`src/subsys_pkg.sv`:
```
//////////////////////////////////////////////////////////////////////
// GPIO subsystem shared definitions
// Bus widths, register map, opcodes and pipeline payload structs
//////////////////////////////////////////////////////////////////////

`default_nettype none

package subsys_pkg;

  //////////////////////////////////////////////////////////////////////
  // Widths
  parameter int XLEN         = 32; // Bus data and GPIO port width
  parameter int ADDR_W       = 12; // Peripheral bus address width
  parameter int INSPECT_PC_W = 30; // PC bits shown in inspect mode

  // GPIO register map
  parameter logic [ADDR_W-1:0] OFS_IVAL = 12'h000; // Pad input value, read only
  parameter logic [ADDR_W-1:0] OFS_OVAL = 12'h004; // Output value
  parameter logic [ADDR_W-1:0] OFS_OE   = 12'h008; // Output enable

  // Decoded register access
  typedef enum logic [1:0] {
    OP_RD_IVAL = 2'd0,
    OP_OVAL    = 2'd1,
    OP_OE      = 2'd2,
    OP_BAD     = 2'd3  // Unmapped or misaligned offset
  } gpio_op_e;

  //////////////////////////////////////////////////////////////////////
  // Pipeline payloads

  // Command from the bus master
  typedef struct packed {
    logic [ADDR_W-1:0] addr;
    logic              read;
    logic [XLEN-1:0]   wdata;
    logic [XLEN/8-1:0] wmask;
  } icb_cmd_t;

  // Decoded request into the register stage
  typedef struct packed {
    gpio_op_e          op;
    logic              read;
    logic [XLEN-1:0]   wdata;
    logic [XLEN/8-1:0] wmask;
  } gpio_req_t;

  typedef struct packed {
    logic            err;
    logic [XLEN-1:0] rdata;
  } icb_rsp_t;

endpackage

`default_nettype wire

```
`src/gpio_cmd_decode.sv`:
```
//////////////////////////////////////////////////////////////////////
// GPIO command decode stage
// Registers a bus command and turns its offset into an opcode
//////////////////////////////////////////////////////////////////////

`timescale 1ns/10ps
`default_nettype none

module gpio_cmd_decode (
  input  logic                  clk,
  input  logic                  rst,

  // Bus command strobe
  input  logic                  cmd_valid,
  input  subsys_pkg::icb_cmd_t  cmd,

  // Decoded request to the register stage
  output logic                  req_valid,
  output subsys_pkg::gpio_req_t req
);

  import subsys_pkg::*;

  gpio_op_e op_dec;

  //////////////////////////////////////////////////////////////////////
  // Offset decode

  // Exact match only, so misaligned offsets land on OP_BAD
  always_comb begin
    case (cmd.addr)
      OFS_IVAL: op_dec = OP_RD_IVAL;
      OFS_OVAL: op_dec = OP_OVAL;
      OFS_OE:   op_dec = OP_OE;
      default:  op_dec = OP_BAD;
    endcase
  end

  //////////////////////////////////////////////////////////////////////
  // Request register

  always_ff @(posedge clk) begin
    if (rst) begin
      req_valid <= 1'b0;
    end else begin
      req_valid <= cmd_valid; // One cycle strobe, no back-pressure
    end
  end

  // Payload only loads on a command
  always_ff @(posedge clk) begin
    if (cmd_valid) begin
      req.op    <= op_dec;
      req.read  <= cmd.read;
      req.wdata <= cmd.wdata;
      req.wmask <= cmd.wmask;
    end
  end

endmodule

`default_nettype wire

```
`src/gpio_regs.sv`:
```
//////////////////////////////////////////////////////////////////////
// GPIO register stage
// Output value and enable registers, input sync and bus responses
//////////////////////////////////////////////////////////////////////

`timescale 1ns/10ps
`default_nettype none

module gpio_regs #(
  parameter int XLEN = subsys_pkg::XLEN
) (
  input  logic                  clk,
  input  logic                  rst,

  // Decoded request
  input  logic                  req_valid,
  input  subsys_pkg::gpio_req_t req,

  // Raw pad inputs
  input  logic [XLEN-1:0]       gpio_ival,

  // Bus response
  output logic                  rsp_valid,
  output subsys_pkg::icb_rsp_t  rsp,

  // Register values toward the pad stage
  output logic [XLEN-1:0]       reg_oval,
  output logic [XLEN-1:0]       reg_oe
);

  import subsys_pkg::*;

  localparam int NBYTES = XLEN / 8;

  logic [XLEN-1:0] ival_meta;
  logic [XLEN-1:0] ival_sync;
  logic [XLEN-1:0] bit_mask;
  logic            wr_oval;
  logic            wr_oe;
  icb_rsp_t        rsp_nxt;

  //////////////////////////////////////////////////////////////////////
  // Pad input synchronizer
  always_ff @(posedge clk) begin
    ival_meta <= gpio_ival;
    ival_sync <= ival_meta;
  end

  // Byte enables widened to one bit per data bit
  always_comb begin
    for (int b = 0; b < NBYTES; b++) begin
      bit_mask[8*b +: 8] = {8{req.wmask[b]}};
    end
  end

  assign wr_oval = req_valid && !req.read && (req.op == OP_OVAL);
  assign wr_oe   = req_valid && !req.read && (req.op == OP_OE);

  //////////////////////////////////////////////////////////////////////
  // Output registers
  always_ff @(posedge clk) begin
    if (rst) begin
      reg_oval <= '0;
      reg_oe   <= '0;
    end else begin
      if (wr_oval) reg_oval <= (reg_oval & ~bit_mask) | (req.wdata & bit_mask);
      if (wr_oe)   reg_oe   <= (reg_oe & ~bit_mask) | (req.wdata & bit_mask);
    end
  end

  //////////////////////////////////////////////////////////////////////
  // Response

  // Reads see the register value from before this request
  always_comb begin
    rsp_nxt.err   = 1'b0;
    rsp_nxt.rdata = '0;
    case (req.op)
      OP_RD_IVAL: begin
        if (req.read) rsp_nxt.rdata = ival_sync;
        else          rsp_nxt.err   = 1'b1; // Input register is read only
      end
      OP_OVAL: if (req.read) rsp_nxt.rdata = reg_oval;
      OP_OE:   if (req.read) rsp_nxt.rdata = reg_oe;
      default: rsp_nxt.err = 1'b1;
    endcase
  end

  always_ff @(posedge clk) begin
    if (rst) begin
      rsp_valid <= 1'b0;
    end else begin
      rsp_valid <= req_valid; // Exactly one response per request
    end
  end

  always_ff @(posedge clk) begin
    if (req_valid) rsp <= rsp_nxt;
  end

endmodule

`default_nettype wire

```
`src/pad_inspect_mux.sv`:
```
//////////////////////////////////////////////////////////////////////
// GPIO pad drive stage
// Registers pad outputs, with the inspect-mode debug override
//////////////////////////////////////////////////////////////////////

`timescale 1ns/10ps
`default_nettype none

module pad_inspect_mux #(
  parameter int XLEN         = subsys_pkg::XLEN,
  parameter int INSPECT_PC_W = subsys_pkg::INSPECT_PC_W
) (
  input  logic                    clk,
  input  logic                    rst,

  // From the register stage
  input  logic [XLEN-1:0]         reg_oval,
  input  logic [XLEN-1:0]         reg_oe,

  // Inspect sources
  input  logic                    inspect_mode,
  input  logic [INSPECT_PC_W-1:0] inspect_pc,
  input  logic                    req_valid,    // Bus activity bits
  input  logic                    rsp_valid,

  // Pads
  output logic [XLEN-1:0]         gpio_oval,
  output logic [XLEN-1:0]         gpio_oe
);

  localparam int PC_LO_W = 22; // PC bits below the activity bits

  logic [XLEN-1:0] insp_oval;

  //////////////////////////////////////////////////////////////////////
  // Inspect view of the pads
  always_comb begin
    insp_oval                          = '0;
    insp_oval[PC_LO_W-1:0]             = inspect_pc[PC_LO_W-1:0];
    insp_oval[PC_LO_W]                 = req_valid;
    insp_oval[PC_LO_W+1]               = rsp_valid;
    insp_oval[INSPECT_PC_W+1:PC_LO_W+2] = inspect_pc[INSPECT_PC_W-1:PC_LO_W]; // Upper PC
  end

  //////////////////////////////////////////////////////////////////////
  // Pad registers

  // The GPIO registers stay untouched, so leaving inspect mode
  // brings the normal pad values straight back
  always_ff @(posedge clk) begin
    if (rst) begin
      gpio_oval <= '0;
      gpio_oe   <= '0;
    end else if (inspect_mode) begin
      gpio_oval <= insp_oval;
      gpio_oe   <= '1; // Every pad forced to output
    end else begin
      gpio_oval <= reg_oval;
      gpio_oe   <= reg_oe;
    end
  end

endmodule

`default_nettype wire

```
`src/subsys_main.sv`:
```
//////////////////////////////////////////////////////////////////////
// GPIO A subsystem top
// Decode, register and pad stages on one peripheral bus path
//////////////////////////////////////////////////////////////////////

`timescale 1ns/10ps
`default_nettype none

module subsys_main #(
  parameter int XLEN         = subsys_pkg::XLEN,
  parameter int INSPECT_PC_W = subsys_pkg::INSPECT_PC_W
) (
  input  logic                    clk,
  input  logic                    rst,

  // Peripheral bus
  input  logic                    cmd_valid,
  input  subsys_pkg::icb_cmd_t    cmd,
  output logic                    rsp_valid,
  output subsys_pkg::icb_rsp_t    rsp,

  // GPIO A pads
  input  logic [XLEN-1:0]         gpio_ival,
  output logic [XLEN-1:0]         gpio_oval,
  output logic [XLEN-1:0]         gpio_oe,

  // Debug view
  input  logic                    inspect_mode,
  input  logic [INSPECT_PC_W-1:0] inspect_pc
);

  import subsys_pkg::*;

  logic            req_valid;
  gpio_req_t       req;
  logic [XLEN-1:0] reg_oval;
  logic [XLEN-1:0] reg_oe;

  //////////////////////////////////////////////////////////////////////
  // Pipeline stages
  gpio_cmd_decode i_gpio_cmd_decode (
    .clk       (clk),
    .rst       (rst),
    .cmd_valid (cmd_valid),
    .cmd       (cmd),
    .req_valid (req_valid),
    .req       (req)
  );

  gpio_regs #(
    .XLEN (XLEN)
  ) i_gpio_regs (
    .clk       (clk),
    .rst       (rst),
    .req_valid (req_valid),
    .req       (req),
    .gpio_ival (gpio_ival),
    .rsp_valid (rsp_valid),
    .rsp       (rsp),
    .reg_oval  (reg_oval),
    .reg_oe    (reg_oe)
  );

  // Bus strobes double as the inspect activity bits
  pad_inspect_mux #(
    .XLEN         (XLEN),
    .INSPECT_PC_W (INSPECT_PC_W)
  ) i_pad_inspect_mux (
    .clk          (clk),
    .rst          (rst),
    .reg_oval     (reg_oval),
    .reg_oe       (reg_oe),
    .inspect_mode (inspect_mode),
    .inspect_pc   (inspect_pc),
    .req_valid    (req_valid),
    .rsp_valid    (rsp_valid),
    .gpio_oval    (gpio_oval),
    .gpio_oe      (gpio_oe)
  );

endmodule

`default_nettype wire

```
`config.mk`:
```
export PLATFORM = sky130hd
export DESIGN_NAME = subsys_main
export DESIGN_NICKNAME = d
export VERILOG_FILES = /design/src/subsys_pkg.sv /design/src/gpio_cmd_decode.sv /design/src/gpio_regs.sv /design/src/pad_inspect_mux.sv /design/src/subsys_main.sv
export SDC_FILE = /design/constraint.sdc
export NUM_CORES = 1
export LEC_CHECK = 0
export BUFFER_PORTS_ARGS = -buffer_cell sky130_fd_sc_hd__buf_2
export CAP_MARGIN = 10
export CORE_MARGIN = 2
export CORE_UTILIZATION = 35
export DETAILED_ROUTE_END_ITERATION = 6
export SLEW_MARGIN = 20
export SYNTH_ARGS = -nofsm -noshare
export SYNTH_HDL_FRONTEND = slang
export SYNTH_SLANG_ARGS = --single-unit
```
`constraint.sdc`:
```
create_clock -name clk -period 4.6 [get_ports clk]
set_input_delay 0.69 -clock clk [delete_from_list [all_inputs] [get_ports clk]]
set_output_delay 0.69 -clock clk [all_outputs]
set_load 0.01 [all_outputs]
```
; Word level (Yosys, flattened, before mapping)
; Cells that the tools add are included.
[classes]
n_addsub = 0
div = 0
mux = 9
shift = 0
order_cmp = 0
mul = 0
reduce_logical = 7
eq_ne = 4
bitwise = 6
[ops]
columns = op, count
row1 = $mux 32, 5
row2 = $and 32x32->32, 3
row3 = $pmux 32 s3, 1
row4 = $or 32x32->32, 2
row5 = $not 32->32, 1
row6 = $eq 12x3->1 const B, 1
row7 = $eq 12x4->1 const B, 1
row8 = $logic_not 12->1, 1
row9 = $pmux 2 s3, 1
row10 = $logic_and 1x1->1, 3
row11 = $eq 2x1->1 const B, 1
row12 = $eq 2x2->1 const B, 1
row13 = $logic_not 2->1, 1
row14 = $pmux 1 s2, 1
row15 = $reduce_or 2->1, 1
row16 = $logic_not 1->1, 1
row17 = $mux 1, 1
[word_totals]
reg_bits = 266
memories = 0
word_cells = 40
mem_bits_rw = 0
romBits = 0
inputBits = 115
latchBits = 0

; Logic depth before layout (Yosys ltp)
[logic_depth]
depth_word = 3
mapped_depth = 5
depth_no_buf = 3

; Modules after synthesis
; From an unflattened synthesis, not the netlist that was laid out.
[unflattened]
cells_unflattened = 719
area_unflattened_um2 = 9262.6
[modules_own_cells]
columns = mod, cells_each, area_each_um2, instances
row1 = gpio_regs, 466, 5931.9, 1
row2 = pad_inspect_mux, 206, 2088.3, 1
row3 = gpio_cmd_decode, 47, 1242.4, 1

; Least setup slack after synthesis
; OpenSTA, ideal clock, no wires.
[synth_timing]
path_type = reg2reg
start = reg i_gpio_cmd_decode.req_valid
end = reg with a tool-made name
required_ps = 4528
path_stages_with_launch = 5
arrival_ps = 1838
period_less_slack_ps = 1910
n_path_buf = 1
path_slack_ps = 2690
path_cell_list = dfxtp_1 > and4bb_4 > and2_1 > buf_6 > mux2i_1
[synth_lines]
columns = item, line_no
row1 = from (decl), gpio_cmd_decode.sv:18  ; output logic req_valid,
row2 = from (signal assigned), gpio_cmd_decode.sv:46  ; req_valid <= cmd_valid;

==> impl_summary.md <==
Floorplanning
The horizontal die dimension is 166 um. For this configuration, the core starts out at a cell density of 0.355. The count of pins on the block boundary is 213. After floorplanning, the core was sized to cover 0.0260 mm^2. The die area is 0.0277 mm^2.

The die boundary height is 166 um. The initialized floorplan defines 59 standard-cell rows.

Worst setup path
The launching point of the worst reg2reg path is i_gpio_cmd_decode.req[37]. At the worst endpoint, the arrival time is 2.75 ns. The path type of the worst setup path is flop to flop. The critical path goes through nor2b_4 -> o2bb2ai_1 -> and2_1. The highest fanout seen on the critical path is 31. The critical path's slowest cell is nor2b_4. STA classifies the critical path startpoint as a flop. The delay of the slowest critical-path stage is 0.96 ns. Data on the critical path is required at its endpoint by 4.99 ns. The worst setup path is captured at a flop. Tracing the worst setup path back leads to its startpoint at i_gpio_cmd_decode.req[37].

Cells and area
Summing all non-filler instances in the final layout gives an area of 0.0114 mm^2. The final net count is 1034. The finished layout holds 1277 standard cells, fillers aside. The area added between synthesis and finish is 23.8%.

The share of post-route cells with drive strength above 1 is 0.284.

Detailed routing
The count of routing violations after the opening detailed-route iteration is 286. The total number of vias is 5676. For this block, the routed nets add up to 21400 um of wire. The final antenna-violating net count is 0.

In the routed layout, each cell is associated on average with a via count of 4.44. The total iterations of the first detailed-routing run is 4. In the routed design, unresolved DRC markers number 0. In the final routed layout, each cell accounts on average for 16.8 um.

Power and ir drop
The leakage power is 5.01 nW. Summing internal, switching and leakage power gives 5.03 mW. IR analysis of the VDD net gives a maximum drop of 254 uV. The power density over the cells is 440 mW/mm^2.

Yosys
The post-synth net total is 831. The post-synthesis instance area is 0.00923 mm^2. After technology mapping, the gate count stands at 716. The synthesized design contains 72 enable-type register cells. The number of synthesized register bits is 266.

The count of warnings emitted by yosys is 0. The netlist uses 24 different library cells. Of the synthesized area, sequential elements account for 0.655. The share of flip-flops with an asynchronous set or reset after synthesis is 0. The post-synthesis area per instance is 12.9 um^2. The most used flip-flop cell after synthesis is dfxtp_1.

Place
Before CTS, the worst setup slack after placement is 2.24 ns. The number of port buffers is 212. The cell count after placement is 1224.

At the end of routability-driven placement, the weighted congestion stood at 0.710. The area after detailed placement is 0.0105 mm^2. Summed over all nets, the half-perimeter wirelength after detailed placement is 13700 um.

Clock tree
The clock insertion delay at the later pin of the skew report is 0.53 ns. For this design, the CTS-stage hold fixing added 0 buffers. The clock root buffer is clkbuf_16.

The maximum level of the CTS H-tree is 1. In this run, CTS created clock tree buffers numbering 28. The clock sink count is 266.

The post-CTS setup-driven buffer insertion count is 0. The maximum root-to-sink buffer count is 3. Gates resized during post-CTS repair numbered 0.

TritonCTS built the clock tree. After clock tree synthesis, the clock-pin slew on the worst setup and hold paths is 0.06 ns.

Worst hold path
The startpoint identified for the worst hold timing path is gpio_ival[3]. In this run the worst hold path is classified as input pin to flop.

STA
The fmax is 0.423 GHz. Dividing the final minimum period by the clock period gives 0.514. The final-report setup violation count is 0. Summed over all failing endpoints, the final setup total negative slack is 0 ns. The post-route minimum period is 2.36 ns.

The worst path setup slack after routing is 2.24 ns. The max-slew headroom at the worst pin is 0.316. The final hold violation count was 0. Setup repair after global routing left no endpoint under its margin.

The max-slew violation count is 0. The final clock skew is 0.00754 ns. The actual slew at the worst max-slew pin is 1.03 ns.

GRT
The largest net degree at the start of global routing is 94. The overflow left after global routing is 0. The via count of the first global-routing pass is 5799. The overall global routing resource usage is 0.151. The number of antenna violations at the first check in global routing is 2. The first global-routing pass estimated 33100 um of wire.

Flow run
The max-cap violation count is 0.

Run status
The run finished with clean final reports.
==> kinds of logic (layout without fill, tap and decap cells) <==
kind of cell / Yosys count / count (layout) / synth area share
AO/OA/AOI/OAI: 33 / 33 / 0.0308
buffers and inverters: 44 / 269 / 0.0276
flip-flops: 266 / 266 / 0.655
multiplexers: 128 / 128 / 0.139
other: 0 / 1 / 0
AND/OR/NAND/NOR: 245 / 245 / 0.148
==> final cells by class <==
class / count / area (um^2)
Multi-Input combinational cell: 406 / 2940
Timing Repair Buffer: 217 / 1110
Fill cell: 2439 / 14600
Sequential cell: 266 / 6050
Antenna cell: 1 / 2.50
Tap cell: 335 / 419
Clock inverter: 2 / 7.51
Clock buffer: 50 / 915
==> routing by layer <==
metal,track usage,part of all wire,vias up
met5,0,0.00051,-
met1,0.196,0.45,2659
met4,0.0382,0.017,2
li1,-,-,2842
met3,0.0311,0.052,30
met2,0.257,0.48,143
==> placed cells by master (no fill, tap or decap) <==
cell type,netlist,layout
a21o_1,1,1
and2_1,36,36
and4bb_4,2,2
buf_2,17,209
buf_4,4,8
clkbuf_1,15,10
clkbuf_16,0,29
clkbuf_8,0,11
clkinv_1,0,2
dfxtp_1,194,193
dfxtp_2,0,1
diode_2,0,1
edfxtp_1,72,72
mux2i_1,128,128
nand2_8,4,4
nand2b_1,96,96
nand3_1,1,1
nand3b_1,1,1
nor2_1,97,97
nor2b_1,2,2
nor2b_4,0,1
nor3_1,1,1
nor4_1,2,2
o21ai_0,1,1
o2bb2ai_1,31,31
or2_2,2,2
==> critical path: cells and delay by family (launching register included) <==
kind / cells / cell delay, ns
simple gates: 2 / 1.12
compound gates: 1 / 0.18
flops: 1 / 0.92
==> where the power goes <==
part	internal [mW]	switching [mW]
registers	2.51	0.0494
clock network	1.33	0.871
logic	0.126	0.147
==> metrics by stage <==
stage | hold WS [ns] | util
final | 0.260 | 0.440
after CTS | 0.232 | 0.440
after global placement | 0.312 | 0.404
after floorplan | 0.310 | -
after global routing | 0.234 | 0.440
after detailed placement | 0.312 | 0.404
==> worst paths after layout <==
check / depth (start not counted) / slack [ns] / to
min: 1 / 0.26 / i_gpio_regs.ival_meta[3]
min reg2reg: 0 / 0.32 / i_gpio_regs.ival_sync[13]
max reg2reg: 3 / 2.24 / i_gpio_regs.rsp[25]
max: 3 / 2.24 / i_gpio_regs.rsp[25]
==> synthesized netlist by cell type (4+ instances only) <==
| cell type | number | area [um^2] |
|---|---|---|
| and2_1 | 36 | 225 |
| buf_2 | 17 | 85.1 |
| buf_4 | 4 | 30.0 |
| buf_6 | 5 | 56.3 |
| clkbuf_1 | 15 | 56.3 |
| dfxtp_1 | 194 | 3880 |
| edfxtp_1 | 72 | 2160 |
| mux2i_1 | 128 | 1280 |
| nand2_8 | 4 | 80.1 |
| nand2b_1 | 96 | 601 |
| nor2_1 | 97 | 364 |
| o2bb2ai_1 | 31 | 272 |
No activity file was read; power rests on OpenSTA's default activity.
